===== src/disp_pkg.sv =====
`default_nettype none

package disp_pkg;

  // ----------------------------------------------------------------------
  // register map, word offsets on the 8-bit apb address
  // ----------------------------------------------------------------------
  localparam logic [7:0] ADDR_DISP = 8'h00;
  localparam logic [7:0] ADDR_CTRL = 8'h04;
  localparam logic [7:0] ADDR_DUTY = 8'h08;

  // ----------------------------------------------------------------------
  // digit codes
  // ----------------------------------------------------------------------
  // 0 to 9 are numerals, 11 to 14 show blank as well
  typedef logic [3:0] digit_code_t;

  localparam digit_code_t CODE_MINUS = 4'd10;
  localparam digit_code_t CODE_BLANK = 4'd15;

  // element 0 is the units digit (rightmost)
  typedef digit_code_t [3:0] digits_t;

  // ----------------------------------------------------------------------
  // display word, read as signed decimal or as raw digit codes
  // ----------------------------------------------------------------------
  typedef struct packed {
    logic [7:0]        unused;
    logic signed [7:0] value;
  } disp_dec_t;

  typedef union packed {
    disp_dec_t dec;
    digits_t   raw;
  } disp_word_u;

  // configuration from the register block, 26 bits
  typedef struct packed {
    disp_word_u  word;
    logic        raw_mode;
    logic        enable;
    logic [7:0]  duty;
  } disp_cfg_t;

endpackage

`default_nettype wire


===== src/disp_apb_regs.sv =====
`timescale 1ns/1ps
`default_nettype none

module disp_apb_regs (
  input  wire logic                 clk_1000hz,
  input  wire logic                 rst_i,
  // apb slave
  input  wire logic                 psel_i,
  input  wire logic                 penable_i,
  input  wire logic                 pwrite_i,
  input  wire logic [7:0]           paddr_i,
  input  wire logic [31:0]          pwdata_i,
  output logic [31:0]               prdata_o,
  output logic                      pready_o,
  output logic                      pslverr_o,
  // configuration to the datapath
  output disp_pkg::disp_cfg_t       cfg_o
);

  // ----------------------------------------------------------------------
  // address decode
  // ----------------------------------------------------------------------
  logic hit_disp;
  logic hit_ctrl;
  logic hit_duty;
  logic addr_hit;
  logic access;
  logic wr_en;

  disp_pkg::disp_cfg_t cfg_q;

  assign hit_disp = (paddr_i == disp_pkg::ADDR_DISP);
  assign hit_ctrl = (paddr_i == disp_pkg::ADDR_CTRL);
  assign hit_duty = (paddr_i == disp_pkg::ADDR_DUTY);
  assign addr_hit = hit_disp | hit_ctrl | hit_duty;

  // access phase, no wait states
  assign access   = psel_i & penable_i;
  assign wr_en    = access & pwrite_i & addr_hit;

  assign pready_o  = access;
  // unmapped address flagged only during the access phase
  assign pslverr_o = access & ~addr_hit;

  // ----------------------------------------------------------------------
  // registers
  // ----------------------------------------------------------------------
  // write lands on the edge that closes the access phase
  always_ff @(posedge clk_1000hz or negedge rst_i) begin
    if (!rst_i) begin
      cfg_q <= '0;
    end else if (wr_en) begin
      if (hit_disp) begin
        cfg_q.word <= pwdata_i[15:0];
      end
      if (hit_ctrl) begin
        cfg_q.raw_mode <= pwdata_i[0];
        cfg_q.enable   <= pwdata_i[1];
      end
      if (hit_duty) begin
        cfg_q.duty <= pwdata_i[7:0];
      end
    end
  end

  // ----------------------------------------------------------------------
  // read back
  // ----------------------------------------------------------------------
  // unused bits read as zero
  always_comb begin
    prdata_o = '0;
    if (hit_disp) begin
      prdata_o[15:0] = cfg_q.word;
    end
    if (hit_ctrl) begin
      prdata_o[1:0] = {cfg_q.enable, cfg_q.raw_mode};
    end
    if (hit_duty) begin
      prdata_o[7:0] = cfg_q.duty;
    end
  end

  assign cfg_o = cfg_q;

endmodule

`default_nettype wire


===== src/bin_to_digits.sv =====
`timescale 1ns/1ps
`default_nettype none

module bin_to_digits (
  input  disp_pkg::disp_cfg_t cfg_i,
  output disp_pkg::digits_t   digits_o
);

  // ----------------------------------------------------------------------
  // decimal decode of the signed view
  // ----------------------------------------------------------------------
  logic signed [7:0]     value;
  logic                  negative;
  logic [7:0]            mag;
  disp_pkg::digit_code_t hundreds;
  disp_pkg::digit_code_t tens;
  disp_pkg::digit_code_t units;
  disp_pkg::digits_t     dec_digits;

  assign value    = cfg_i.word.dec.value;
  assign negative = value[7];

  // magnitude fits in 8 bits unsigned, even for -128
  assign mag = negative ? (~value + 8'd1) : value;

  // split into hundreds, tens, units
  assign hundreds = 4'(mag / 8'd100);
  assign tens     = 4'((mag % 8'd100) / 8'd10);
  assign units    = 4'(mag % 8'd10);

  always_comb begin
    dec_digits[0] = units;
    dec_digits[1] = tens;
    dec_digits[2] = hundreds;
    // sign in the leftmost position
    dec_digits[3] = negative ? disp_pkg::CODE_MINUS : disp_pkg::CODE_BLANK;

    // blank leading zeros, units always shown
    if (hundreds == 4'd0) begin
      dec_digits[2] = disp_pkg::CODE_BLANK;
      if (tens == 4'd0) begin
        dec_digits[1] = disp_pkg::CODE_BLANK;
      end
    end
  end

  // ----------------------------------------------------------------------
  // mode select
  // ----------------------------------------------------------------------
  // raw view goes straight through
  assign digits_o = cfg_i.raw_mode ? cfg_i.word.raw : dec_digits;

endmodule

`default_nettype wire


===== src/brightness_pwm.sv =====
`timescale 1ns/1ps
`default_nettype none

module brightness_pwm (
  input  wire logic       clk_1000hz,
  input  wire logic       rst_i,
  input  wire logic [7:0] duty_i,
  output logic            pwm_o
);

  // ----------------------------------------------------------------------
  // free-running period counter
  // ----------------------------------------------------------------------
  logic [7:0] cnt_q;

  // wraps 255 -> 0 on its own
  always_ff @(posedge clk_1000hz or negedge rst_i) begin
    if (!rst_i) begin
      cnt_q <= 8'd0;
    end else begin
      cnt_q <= cnt_q + 8'd1;
    end
  end

  // on for exactly duty_i counts per 256
  // duty 0 never on, 255 on for 255 of 256
  assign pwm_o = (cnt_q < duty_i);

endmodule

`default_nettype wire


===== src/digit_scanner.sv =====
`timescale 1ns/1ps
`default_nettype none

module digit_scanner #(
  parameter int SCAN_DIV = 4
) (
  input  wire logic               clk_1000hz,
  input  wire logic               rst_i,
  input  disp_pkg::digits_t       digits_i,
  input  wire logic               enable_i,
  input  wire logic               pwm_i,
  output logic [3:0]              an_o,
  output logic [6:0]              seg_o
);

  // prescaler needs at least one bit
  localparam int DIV_W = (SCAN_DIV > 1) ? $clog2(SCAN_DIV) : 1;

  // ----------------------------------------------------------------------
  // prescaler and digit index
  // ----------------------------------------------------------------------
  logic [DIV_W-1:0]      div_q;
  logic                  div_wrap;
  logic [1:0]            idx_q;
  disp_pkg::digit_code_t code;
  logic [6:0]            glyph;

  assign div_wrap = (div_q == DIV_W'(SCAN_DIV - 1));

  // index holds for SCAN_DIV clocks, wraps 0..3
  always_ff @(posedge clk_1000hz or negedge rst_i) begin
    if (!rst_i) begin
      div_q <= '0;
      idx_q <= 2'd0;
    end else if (div_wrap) begin
      div_q <= '0;
      idx_q <= idx_q + 2'd1;
    end else begin
      div_q <= div_q + DIV_W'(1);
    end
  end

  // ----------------------------------------------------------------------
  // segment encode, seg order g..a, active low
  // ----------------------------------------------------------------------
  assign code = digits_i[idx_q];

  always_comb begin
    case (code)
      4'd0:    glyph = 7'b1000000;
      4'd1:    glyph = 7'b1111001;
      4'd2:    glyph = 7'b0100100;
      4'd3:    glyph = 7'b0110000;
      4'd4:    glyph = 7'b0011001;
      4'd5:    glyph = 7'b0010010;
      4'd6:    glyph = 7'b0000010;
      4'd7:    glyph = 7'b1111000;
      4'd8:    glyph = 7'b0000000;
      4'd9:    glyph = 7'b0010000;
      // minus lights g only
      disp_pkg::CODE_MINUS: glyph = 7'b0111111;
      // 11 to 15 are blank
      default: glyph = 7'b1111111;
    endcase
  end

  // ----------------------------------------------------------------------
  // output registers
  // ----------------------------------------------------------------------
  // anode and segments move together
  always_ff @(posedge clk_1000hz or negedge rst_i) begin
    if (!rst_i) begin
      an_o  <= 4'b1111;
      seg_o <= 7'b1111111;
    end else begin
      seg_o <= glyph;
      // digit k pulls anode bit 3-k low
      if (enable_i && pwm_i) begin
        an_o <= ~(4'b1000 >> idx_q);
      end else begin
        an_o <= 4'b1111;
      end
    end
  end

endmodule

`default_nettype wire


===== src/disp_subsys_top.sv =====
`timescale 1ns/1ps
`default_nettype none

module disp_subsys_top #(
  // clocks each digit is held
  parameter int SCAN_DIV = 4
) (
  input  wire logic        clk_1000hz,
  input  wire logic        rst_i,
  // apb slave
  input  wire logic        psel_i,
  input  wire logic        penable_i,
  input  wire logic        pwrite_i,
  input  wire logic [7:0]  paddr_i,
  input  wire logic [31:0] pwdata_i,
  output logic [31:0]      prdata_o,
  output logic             pready_o,
  output logic             pslverr_o,
  // display pins, active low
  output logic [3:0]       an_o,
  output logic [6:0]       seg_o
);

  // ----------------------------------------------------------------------
  // internal links
  // ----------------------------------------------------------------------
  disp_pkg::disp_cfg_t cfg;
  disp_pkg::digits_t   digits;
  logic                pwm_on;

  // register block
  disp_apb_regs regs_0 (
    .clk_1000hz (clk_1000hz),
    .rst_i      (rst_i),
    .psel_i     (psel_i),
    .penable_i  (penable_i),
    .pwrite_i   (pwrite_i),
    .paddr_i    (paddr_i),
    .pwdata_i   (pwdata_i),
    .prdata_o   (prdata_o),
    .pready_o   (pready_o),
    .pslverr_o  (pslverr_o),
    .cfg_o      (cfg)
  );

  // word to digit codes
  bin_to_digits bin_to_digits_0 (
    .cfg_i      (cfg),
    .digits_o   (digits)
  );

  // brightness
  brightness_pwm pwm_0 (
    .clk_1000hz (clk_1000hz),
    .rst_i      (rst_i),
    .duty_i     (cfg.duty),
    .pwm_o      (pwm_on)
  );

  // multiplex and segment encode
  digit_scanner #(
    .SCAN_DIV   (SCAN_DIV)
  ) scanner_0 (
    .clk_1000hz (clk_1000hz),
    .rst_i      (rst_i),
    .digits_i   (digits),
    .enable_i   (cfg.enable),
    .pwm_i      (pwm_on),
    .an_o       (an_o),
    .seg_o      (seg_o)
  );

endmodule

`default_nettype wire


===== config.mk =====
export PLATFORM = sky130hd
export DESIGN_NAME = disp_subsys_top
export DESIGN_NICKNAME = d
export VERILOG_FILES = /design/src/disp_pkg.sv /design/src/disp_apb_regs.sv /design/src/bin_to_digits.sv /design/src/brightness_pwm.sv /design/src/digit_scanner.sv /design/src/disp_subsys_top.sv
export SDC_FILE = /design/constraint.sdc
export NUM_CORES = 1
export LEC_CHECK = 0
export BUFFER_PORTS_ARGS = -buffer_cell sky130_fd_sc_hd__clkbuf_2
export CAP_MARGIN = 20
export CORE_UTILIZATION = 60
export DETAILED_ROUTE_END_ITERATION = 10
export PLACE_DENSITY = 0.87
export SLEW_MARGIN = 20
export SYNTH_ARGS = -nofsm -noshare
export SYNTH_HDL_FRONTEND = slang
export SYNTH_SLANG_ARGS = --single-unit

===== constraint.sdc =====
create_clock -name clk_1000hz -period 9.85 [get_ports clk_1000hz]
set_input_delay 1.4775 -clock clk_1000hz [delete_from_list [all_inputs] [get_ports clk_1000hz]]
set_output_delay 1.4775 -clock clk_1000hz [all_outputs]
set_load 0.05 [all_outputs]

==> After elaboration in Yosys (flattened, before gate mapping) <==
Memory sizes are Yosys's and may differ from the RTL's. A register that Yosys moved wholly into a read port is not among the register bits.
Index checks and enable logic that the tools add are counted.
{ "totals": {"rom_bits": 112, "elab_cells": 52, "reg_bits": 42, "output_inout_bits": 45, "inputBits": 45, "mem_count": 1} }
{ "classes": {"shifts": 1, "bitwise_logic": 9, "order_cmp": 2, "n_addsub": 4, "muxes": 12, "n_reduce_logical": 8, "n_div": 4, "eq_ne": 3} }
{ "mem_list": {"columns": ["name", "depth", "word_bits", "rd", "rd_clocked_by_memory_dff", "write_ports", "line", "rtl"], "rows": [
  ["(no name shown)", 16, 7, 1, 1, 0, "digit_scanner.sv:49", "case (code)"]
]} }
{ "ops": {"columns": ["operator", "count"], "rows": [
  ["16-bit 2-to-1 mux", 2],
  ["8-bit 2-to-1 mux", 3],
  ["8-bit by 1-bit adder with 8-bit output, second input constant", 2],
  ["4-bit 2-to-1 mux", 3],
  ["4-bit binary-select mux with 2-bit select", 1],
  ["8-bit by 4-bit divider with 8-bit output, second input constant", 1],
  ["8-bit by 7-bit divider with 8-bit output, second input constant", 1],
  ["8-bit by 3-bit equality test with 1-bit output, second input constant", 1],
  ["8-bit by 4-bit equality test with 1-bit output, second input constant", 1],
  ["4-bit zero test", 2],
  ["8-bit zero test", 1],
  ["8-bit < comparator", 1],
  ["8-bit by 4-bit modulo with 8-bit output, second input constant", 1],
  ["8-bit by 7-bit modulo with 8-bit output, second input constant", 1],
  ["8-bit inverter", 1],
  ["2-bit AND reduction", 3],
  ["2-bit by 1-bit adder with 2-bit output, second input constant", 2],
  ["1-bit AND", 4],
  ["2-bit 2-to-1 mux", 2],
  ["4-bit inverter", 1],
  ["4-bit by 2-bit >> shifter with 4-bit output, first input constant", 1],
  ["2-bit by 3-bit < comparator with 1-bit output, second input constant", 1],
  ["3-bit 2-to-1 mux", 1],
  ["2-bit equality test, second input constant", 1],
  ["4 further kinds", 5]
]} }

==> Longest topological paths before layout <==
Gate-level depths: netlist of the first run.
{ "depth": {"ltp_word": 11, "depth_mapped": 24} }

==> Cells and area by module <==
A second synthesis of the first run with hierarchy kept.
{ "unflattened": {"hier_cells": 428, "hier_area_um2": 4071.4} }
{ "by_module_without_submodules": {"columns": ["module", "instances", "cells_each", "area_each_um2"], "rows": [
  ["disp_apb_regs", 1, 118, 1435.1],
  ["bin_to_digits", 1, 186, 1260.0],
  ["digit_scanner", 1, 73, 882.1],
  ["brightness_pwm", 1, 51, 494.2]
]} }

==> Worst setup path after synthesis of the first run <==
No wires, ideal clock.
{ "synth_timing": {"kind": "input port to output port", "from": "input paddr_i[7]", "to": "output prdata_o[8]", "n_path_buf": 1, "t_required_ps": 8373, "path_stages": 5, "arrival_ps": 3448, "path_slack_ps": 4924, "cell_sequence": "nor4_1 > nand2_1 > or2_2 > clkbuf_1 > nor3_1"} }
{ "synth_via": {"elab_chain_cells": 2} }
{ "synth_lines": {"columns": ["item", "line", "rtl"], "rows": [
  ["start: declaration", "disp_subsys_top.sv:14", "input wire logic [7:0] paddr_i,"],
  ["8-bit zero test", "disp_apb_regs.sv:32", "assign hit_disp = (paddr_i == disp_pkg::ADDR_DISP);"],
  ["16-bit 2-to-1 mux", "disp_apb_regs.sv:72", "if (hit_disp) begin"],
  ["end: declaration", "disp_subsys_top.sv:16", "output logic [31:0] prdata_o,"]
]} }
Every way passes these cells.

==> Final worst setup path of the first run <==
{ "layout_timing": {"from": "register regs_0.cfg_q (netlist bit regs_0.cfg_o[13])", "to": "register scanner_0.seg_o[4]"} }
{ "layout_via": {"elab_chain_cells": 11, "elab_cells_between_ends": 14, "classes_between": "1 x add/sub; 4 x div; 6 x mux; 1 x bitwise; 2 x reduce/logical"} }
{ "layout_lines": {"columns": ["item", "line", "rtl"], "rows": [
  ["start: declaration", "disp_apb_regs.sv:30", "disp_pkg::disp_cfg_t cfg_q;"],
  ["8-bit inverter", "bin_to_digits.sv:24", "assign mag = negative ? (~value + 8'd1) : value;"],
  ["8-bit by 1-bit adder with 8-bit output", "bin_to_digits.sv:24", null],
  ["8-bit 2-to-1 mux", "bin_to_digits.sv:24", null],
  ["8-bit by 7-bit modulo with 8-bit output", "bin_to_digits.sv:28", "assign tens = 4'((mag % 8'd100) / 8'd10);"],
  ["8-bit by 4-bit divider with 8-bit output", "bin_to_digits.sv:28", null],
  ["4-bit zero test", "bin_to_digits.sv:41", "if (tens == 4'd0) begin"],
  ["4-bit 2-to-1 mux", "bin_to_digits.sv:41", null],
  ["8-bit 2-to-1 mux", "bin_to_digits.sv:39", "if (hundreds == 4'd0) begin"],
  ["16-bit 2-to-1 mux *", "bin_to_digits.sv:51", "assign digits_o = cfg_i.raw_mode ? cfg_i.word.raw : dec_digits;"],
  ["4-bit binary-select mux with 2-bit select *", "digit_scanner.sv:46", "assign code = digits_i[idx_q];"],
  ["4-bit 2-to-1 mux (implied by the code) *", "digit_scanner.sv:46", null],
  ["end: declaration", "digit_scanner.sv:13", "output logic [6:0] seg_o"]
]} }
Every way passes the cells marked *; elsewhere a longest branch is shown, timed or not. The select of a mux whose other input is x is not followed.
A chain may end at the register's enable or synchronous reset.

==> results of run 1 <==
## state kept, by name (all words and copies together) (netlist names)
register	cells
pwm_0.cnt_q	8
regs_0.cfg_o	26
scanner_0.idx_q	2
scanner_0.div_q	2
scanner_0.an_o	4
scanner_0.seg_o	7
## layout make-up
class                   count  area share [%]
clock inverters             3           0.472
flip-flops and latches     49            27.5
repair buffers             58            6.49
well taps                  96            2.66
clock buffers               5            1.53
inverters                  25            2.11
multi-input cells         372            59.3
## kinds of logic (layout without fill, tap and decap cells)
| group | after synthesis | count (layout) |
|---|---|---|
| flip-flops | 49 | 49 |
| XOR/XNOR | 13 | 13 |
| buffers and inverters | 67 | 91 |
| AO/OA/AOI/OAI | 123 | 123 |
| adder cells (fa/ha/maj) | 26 | 26 |
| multiplexers | 34 | 34 |
| other | 1 | 16 |
| AND/OR/NAND/NOR | 160 | 160 |
## final timing paths
| kind | start | endpoint | slack [ns] | cells past startpoint |
|---|---|---|---|---|
| min reg2reg | scanner_0.div_q[0]$_DFF_PN0_ | scanner_0.div_q[0]$_DFF_PN0_ | 0.44 | 1 |
| max | regs_0.cfg_o[13]$_DFFE_PN0P_ | scanner_0.seg_o[4]$_DFF_PN1_ | 3.92 | 17 |
| min in group asynchronous | rst_i | scanner_0.idx_q[1]$_DFFE_PN0P_ | 1.28 | 2 |
| max in group asynchronous | rst_i | regs_0.cfg_o[12]$_DFFE_PN0P_ | 8.16 | 2 |
| max reg2reg | regs_0.cfg_o[13]$_DFFE_PN0P_ | scanner_0.seg_o[4]$_DFF_PN1_ | 3.92 | 17 |
| min | scanner_0.div_q[0]$_DFF_PN0_ | scanner_0.div_q[0]$_DFF_PN0_ | 0.44 | 1 |
## cell usage after synthesis, types with 13 or more instances
library cell,number,area [um^2]
sky130_fd_sc_hd__dfrtp_1,38,951
sky130_fd_sc_hd__nand2_1,34,128
sky130_fd_sc_hd__nor2_1,33,124
sky130_fd_sc_hd__a21oi_1,27,135
sky130_fd_sc_hd__ha_1,26,325
sky130_fd_sc_hd__inv_1,24,90.1
sky130_fd_sc_hd__o21ai_0,22,110
sky130_fd_sc_hd__mux2_2,20,225
sky130_fd_sc_hd__buf_4,19,143
sky130_fd_sc_hd__mux2i_1,14,140
sky130_fd_sc_hd__nor2b_1,13,81.3
## critical path: stages (launching register included)
cell and delay [ns]:
sky130_fd_sc_hd__dfrtp_1 0.62, sky130_fd_sc_hd__nor4_2 0.56, sky130_fd_sc_hd__a21boi_0 0.27, sky130_fd_sc_hd__or2_1 0.31
sky130_fd_sc_hd__ha_1 0.36, sky130_fd_sc_hd__and3_1 0.24, sky130_fd_sc_hd__a211oi_2 0.34, sky130_fd_sc_hd__o2bb2ai_1 0.28
sky130_fd_sc_hd__and2_1 0.28, sky130_fd_sc_hd__nor2_1 0.22, sky130_fd_sc_hd__o311ai_0 0.22, sky130_fd_sc_hd__a211oi_2 0.32
sky130_fd_sc_hd__a2111oi_0 0.18, sky130_fd_sc_hd__o41ai_1 0.77, sky130_fd_sc_hd__inv_1 0.20, sky130_fd_sc_hd__ha_1 0.25
sky130_fd_sc_hd__or2_1 0.23, sky130_fd_sc_hd__a31oi_1 0.20
## layer usage
metal	part of all wire, %	wire length, um
met5	0	0
met4	2.5	243
met3	6.4	618
met2	49	4680
met1	43	4100
## through the flow
| step | area (um^2) | utilization, % | setup WS, ns |
|---|---|---|---|
| floorplan | 4270 | - | 4.92 |
| global placement | 4420 | 65.1 | 4.31 |
| detailed placement | 4420 | 65.1 | 4.04 |
| CTS | 4510 | 66.4 | 4.01 |
| global route | 4510 | 66.4 | 3.46 |
| finish | 4510 | 66.4 | 3.92 |
## power groups by stage
stage	Clock (mW)	Sequential (mW)	Combinational, mW
floorplan	0	0.248	0.0731
global placement	0	0.223	0.114
detailed placement	0	0.224	0.117
CTS	0.121	0.220	0.117
global route	0.131	0.221	0.126
finish	0.120	0.220	0.118
==> PnR_summary.wiki, run 1 <==
{| class="wikitable"
! Metric !! Value
|-
| Dominant combinational cell family by area after synthesis || compound AO/OA/AOI/OAI gates
|-
| Worst-case vdd ir drop || around 0.10 mV
|-
| Number of H-tree levels || 2
|-
| RSZ-0062 raised after global routing || no
|-
| Via count of the routed design || approximately 3700
|-
| Storage cell area || 0.00124 mm^2
|-
| Global Route met2 Usage || between 40% and 50%
|-
| Required @ worst endpoint || 10.08 ns
|-
| Fin. Hold Viols || 0
|-
| DP HPWL || just over 7 mm
|-
| Layer with the highest usage after global routing || met2
|-
| Width of the die || around 86 um
|-
| Final std cells w/o fill || 608
|-
| M3 GR Usage || under 10%
|-
| Worst slew margin relative to its limit || approximately 43%
|-
| Skew final || ~0.0052 ns
|-
| DRC viols || 0
|-
| Ratio of cells with drive above 1 in the final layout || a little under a quarter
|-
| Area delta synth->final || 6.94%
|-
| Switching share of power || 34.4%
|-
| Post-Route Setup TNS || 0 ns
|-
| Worst Setup End Kind || flip-flop
|-
| Number of buffers inserted to repair setup after CTS || 0
|-
| Sum of internal, switching and leakage power || roughly 0.46 mW
|-
| Area of the multi-input gates || approximately 0.0027 mm^2
|-
| Final number of max-transition violations || 0
|-
| Maximum number of pins on one net before global-route repair || 50
|-
| Vias in the first global route || about 3400
|-
| P per Cell Area || 101 mW/mm^2
|-
| Period minus WS final || roughly 6 ns
|-
| Critical path class || flip-flop to flip-flop
|-
| Overall die height || 85.8 um
|-
| DR WL/cell || ~16 um
|-
| TritonCTS clock tree || built
|-
| Number of iterations in the first detailed-routing pass || 5
|-
| Met1 usage || between 30% and 40%
|-
| Cell Rows || 30
|-
| ANT nets after route || 0
|-
| First-pass GRT wire length || about 16 mm
|-
| FILL cells || slightly above 500
|-
| Max-capacitance violation count || 0
|-
| Leading register cell type out of synthesis || sky130_fd_sc_hd__dfrtp_1
|-
| Synth cell types || 84
|-
| Share of synthesized flip-flops with an asynchronous set or reset || 100%
|-
| Cell internal pwr || around 0.30 mW
|-
| Die Area || 0.00737 mm^2
|-
| TritonCTS Buffers || 5
|-
| Drt via density || slightly above 6
|-
| Mean instance size in the synthesized netlist || between 8 and 9 um^2
|-
| Syn. warnings || 0
|-
| Leak Pwr || around 2.1 nW
|-
| Switching power total || about 0.16 mW
|-
| GRT Util Overall || roughly 27%
|-
| Synth Area in Compound Gates || ~22%
|-
| Comb power frac || between 20 and 30%
|-
| Ports placed on the boundary || 90
|-
| Adder-cell area share of the yosys netlist || a little under 8%
|-
| Floorplan core area || 0.00679 mm^2
|-
| Layout Nets || approximately 580
|-
| Cells after synthesis || 473
|-
| GRT Residual Overflow || 0
|-
| Multiplexer fraction of the synthesized cell area || slightly below 9%
|-
| Final worst-path cycle share || 60.2%
|-
| Clock insertion delay at the later pin of the skew report || roughly 0.31 ns
|-
| Number of violations reported at the end of detailed-routing iteration 0 || between 200 and 300
|-
| Clock slew at the register clock pins of the worst setup and hold paths || about 0.090 ns
|-
| Arrival time at the worst endpoint || between 6 and 7 ns
|-
| Startpoint kind of the worst setup timing path || flip-flop
|-
| Xor-xnor portion of the synthesized cell area || between 2 and 3%
|-
| Fmax || between 0.15 and 0.2 GHz
|-
| Worst hold margin || 0.442 ns
|-
| Simple-gate share of the synthesized area || 21.0%
|-
| Part of the power in the clock network || a little over a quarter
|-
| Master cell of the clock root buffer || sky130_fd_sc_hd__clkbuf_8
|-
| Synthesized flop and latch total || between 40 and 50
|-
| Total routed wirelength || approximately 9.6 mm
|-
| Cts repair resizes || 0
|-
| Number of enable flip-flop cells after synthesis || 0
|-
| Number of buffers on the longest clock path || 2
|-
| Relative contribution of sequential cells to total power || 48.0%
|-
| Number of diodes || 0
|-
| Routability-driven placement congestion ratio || around 0.9
|-
| Commonest cells after routing, fill and taps aside || 57 x sky130_fd_sc_hd__clkbuf_2, 38 x sky130_fd_sc_hd__dfrtp_1, 34 x sky130_fd_sc_hd__nand2_1
|-
| Hold crit path type || flip-flop to flip-flop
|-
| Slew @ Worst Pin || 0.848 ns
|-
| Total standard cell area after synthesis || around 0.0042 mm^2
|-
| Critical path peak fanout || 18
|-
| Sink Count || 49
|-
| Final count of negative-setup-slack endpoints || 0
|-
| Sequential element share of the synthesized area || 29.4%
|-
| Count of input and output buffers || 57
|-
| Result of the run || complete, no violations
|-
| Most common library cell in the layout ignoring fill and taps || sky130_fd_sc_hd__clkbuf_2
|-
| Number of antenna violations at the first check in global routing || 0
|-
| CTS Hold Bufs || 0
|-
| Inst Count DP || 600
|-
| Starting utilization of the core area || around 62%
|}
Power figures use the tool's default switching activity.
==> run 2: changes to the inputs <==
--- a/config.mk
+++ b/config.mk
@@ -7,9 +7,9 @@
 export LEC_CHECK = 0
 export BUFFER_PORTS_ARGS = -buffer_cell sky130_fd_sc_hd__clkbuf_2
 export CAP_MARGIN = 20
-export CORE_UTILIZATION = 60
+export CORE_UTILIZATION = 51
 export DETAILED_ROUTE_END_ITERATION = 10
-export PLACE_DENSITY = 0.87
+export PLACE_DENSITY = 0.78
 export SLEW_MARGIN = 20
 export SYNTH_ARGS = -nofsm -noshare
 export SYNTH_HDL_FRONTEND = slang
==> constraint.sdc (replaced) <==
create_clock -name clk_1000hz -period 4.8 [get_ports clk_1000hz]
set_input_delay 0.72 -clock clk_1000hz [delete_from_list [all_inputs] [get_ports clk_1000hz]]
set_output_delay 0.72 -clock clk_1000hz [all_outputs]
set_load 0.05 [all_outputs]
==> PnR_summary.wiki, run 2 (synthesis results as in run 1) <==
{| class="wikitable"
! Metric !! Value
|-
| Leak Pwr || 2.52 nW (+19%)
|-
| Floorplan core area || 0.00785 mm^2 (+16%)
|-
| Final number of max-transition violations || 0 (unchanged)
|-
| Area delta synth->final || 25.7%
|-
| Count of input and output buffers || 57 (unchanged)
|-
| First-pass GRT wire length || 17.1 mm (+6.9%)
|-
| ANT nets after route || 0 (unchanged)
|-
| Overall die height || 92.9 um (+8.3%)
|-
| Total routed wirelength || 10.9 mm (+13%)
|-
| Crit-path max cell delay || 0.41 ns (-0.36 ns)
|-
| DRC viols || 0 (unchanged)
|-
| DR WL/cell || 15.9 um (+0.22%)
|-
| Max-capacitance violation count || 0 (unchanged)
|-
| Result of the run || complete, no violations
|-
| Number of antenna violations at the first check in global routing || 0 (unchanged)
|-
| Final count of negative-setup-slack endpoints || 0 (unchanged)
|-
| Arrival time at the worst endpoint || 4.93 ns (-1.23 ns)
|-
| Path length in cells of the critical path || 22 (+5)
|-
| Hold crit path type || flip-flop to flip-flop
|-
| Worst-case vdd ir drop || 0.251 mV (+140%)
|-
| Width of the die || 92.9 um (+8.3%)
|-
| Number of H-tree levels || 2 (unchanged)
|-
| Master cell of the clock root buffer || sky130_fd_sc_hd__clkbuf_8
|-
| Number of diodes || 0 (unchanged)
|-
| Startpoint kind of the worst setup timing path || flip-flop
|-
| Total buffers and inverters traversed by the critical path || 7 (+6)
|-
| Via count of the routed design || 3941 (+5.3%)
|-
| Vias in the first global route || 3652 (+6.1%)
|-
| Skew final || 0.0121 ns (+0.00692 ns)
|-
| Critical path peak fanout || 16 (-2)
|-
| Starting utilization of the core area || 53.7% (-8.3 points)
|-
| Fin. Hold Viols || 0 (unchanged)
|-
| Storage cell area || 0.00124 mm^2 (+0.20%)
|-
| Chain of cells forming the critical path || buf_4, buf_6, or3b_1, a211o_2, inv_4, ha_2, inv_1, a32oi_2, buf_4, nor3_4, buf_4, o31ai_4, a21oi_2, o21bai_1, a41o_1, ha_1, inv_1, a31oi_1, a41o_1, a211o_4, or2_1, a31oi_1
|-
| Clock slew at the register clock pins of the worst setup and hold paths || 0.09 ns (about the same)
|-
| Reg-to-reg slack, setup || 0.11 ns (-3.81 ns)
|-
| Critical Path Most Common Cell || sky130_fd_sc_hd__buf_4
|-
| Area of the multi-input gates || 0.00290 mm^2 (+8.7%)
|-
| Slew @ Worst Pin || 0.772 ns (-0.0759 ns)
|-
| Maximum number of pins on one net before global-route repair || 50 (unchanged)
|-
| P per Cell Area || 195 mW/mm^2 (+93%)
|-
| Fmax || 0.213 GHz (+26%)
|-
| Sum of internal, switching and leakage power || 1.03 mW (+130%)
|-
| Worst reg2reg path endpoint || scanner_0.seg_o[4]$_DFF_PN1_
|-
| Number of violations reported at the end of detailed-routing iteration 0 || 239 (-12%)
|-
| Worst slew margin relative to its limit || 48.3% (+5.1 points)
|-
| Required @ worst endpoint || 5.04 ns (-5.04 ns)
|-
| Post-Route Setup TNS || 0 ns (unchanged)
|-
| Ratio of cells with drive above 1 in the final layout || 38.2% (+15 points)
|-
| Source of the critical timing path || regs_0.cfg_o[13]$_DFFE_PN0P_
|-
| Drt via density || 5.77 (-6.3%)
|-
| Period minus WS final || 4.69 ns (-1.24 ns)
|-
| Crit path capture || scanner_0.seg_o[4]$_DFF_PN1_
|-
| Die Area || 0.00864 mm^2 (+17%)
|-
| GRT Util Overall || 24.8% (-2.4 points)
|-
| Most common library cell in the layout ignoring fill and taps || sky130_fd_sc_hd__buf_4
|-
| Layout Nets || 651 (+12%)
|-
| Number of cells on the worst reg-to-reg path || 22 (+5)
|-
| DP HPWL || 7.79 mm (+8.4%)
|-
| Highest-delay cell along the critical path || sky130_fd_sc_hd__dfrtp_1
|-
| Number of buffers on the longest clock path || 2 (unchanged)
|-
| Commonest cells after routing, fill and taps aside || 65 x sky130_fd_sc_hd__buf_4, 57 x sky130_fd_sc_hd__clkbuf_2, 36 x sky130_fd_sc_hd__dfrtp_1
|-
| Worst Setup End Kind || flip-flop
|-
| Number of flip-flops under the largest register name || 26 (unchanged)
|-
| Cell Rows || 32 (+6.7%)
|-
| Final worst-path cycle share || 97.7% (+37 points)
|-
| GRT Residual Overflow || 0 (unchanged)
|-
| Routability-driven placement congestion ratio || 0.914 (+0.68%)
|-
| Sink Count || 49 (unchanged)
|-
| Crit Reg-Reg Startpoint || regs_0.cfg_o[13]$_DFFE_PN0P_
|-
| Ports placed on the boundary || 90 (unchanged)
|-
| Clock insertion delay at the later pin of the skew report || 0.30 ns (about the same)
|-
| TritonCTS Buffers || 5 (unchanged)
|-
| FILL cells || 635 (+25%)
|-
| Cell family with most CP delay || compound AO/OA/AOI/OAI gates
|-
| Critical path class || flip-flop to flip-flop
|-
| Number of iterations in the first detailed-routing pass || 5 (unchanged)
|-
| TritonCTS clock tree || built
|}
## run 2: changes by cell type in the layout (fill, tap and decap cells not counted), moves of 3 or more
cell                     change
sky130_fd_sc_hd__inv_2       +5
sky130_fd_sc_hd__buf_6       +3
sky130_fd_sc_hd__nor2_1      -3
sky130_fd_sc_hd__buf_4      +64
sky130_fd_sc_hd__inv_1       -5
sky130_fd_sc_hd__ha_1        -3
## run 2: power by group
part / leakage (nW) / internal [mW] / total (mW) / switching, mW
sequential: 0.588 / 0.440 / 0.447 / 0.00703
clock: 0.0554 / 0.157 / 0.295 / 0.138
combinational: 1.87 / 0.102 / 0.292 / 0.190
## run 2: worst register-to-register path, delay by kind of cell, from the launching register on
kind                     cells  cell delay [ns]
AO/OA/AOI/OAI               10             1.97
AND/OR/NAND/NOR              3             0.80
flip-flops                   1             0.41
buffers and inverters        7             0.89
adder cells (fa/ha/maj)      2             0.56
## run 2: layout make-up
type	instances	area share [%]
inverter	25	1.82
multi-input combinational	373	54.8
clock buffer	6	1.37
tap	102	2.41
clock inverter	2	0.732
timing repair buffer	126	15.4
sequential	49	23.4
## run 2: stage by stage
stage	hold slack (ns)	worst slack (ns)	instance area, um^2	std cells	utilization [%]
final	0.435	0.110	5300	683	67.5
after global routing	0.457	-0.0262	5300	683	67.5
after CTS	0.441	0.00201	4980	671	63.5
after detailed placement	0.429	-0.104	4860	663	61.9
after global placement	0.414	0.0189	4860	663	61.9
after floorplan	0.403	0.0343	4270	488	-
## run 2: how the worst min path moves through the flow
stage                                            start                           end  slack (ns)  cells past startpoint
after floorplan           scanner_0.div_q[0]$_DFF_PN0_  scanner_0.div_q[0]$_DFF_PN0_        0.40                      1
after global placement    scanner_0.div_q[0]$_DFF_PN0_  scanner_0.div_q[0]$_DFF_PN0_        0.41                      1
after detailed placement  scanner_0.div_q[0]$_DFF_PN0_  scanner_0.div_q[0]$_DFF_PN0_        0.43                      1
after CTS                 scanner_0.div_q[0]$_DFF_PN0_  scanner_0.div_q[0]$_DFF_PN0_        0.44                      1
after global routing      scanner_0.div_q[0]$_DFF_PN0_  scanner_0.div_q[0]$_DFF_PN0_        0.46                      1
final                     scanner_0.div_q[0]$_DFF_PN0_  scanner_0.div_q[0]$_DFF_PN0_        0.44                      1
## run 2: repair_timing
item / CTS / global route
setup buffers: 0 / 10
pin swaps: 1 / 15
setup endpoints to repair: 6 / 7
gates resized for setup: 5 / 48
hold buffers: 0 / 0
gates cloned: 0 / 2
## run 2: routing by layer
layer | GRT usage [%] | part of all wire [%]
met1 | 33.4 | 44
met2 | 41.1 | 50
met3 | 3.45 | 5.0
met4 | 7.44 | 1.0
met5 | 0 | 0
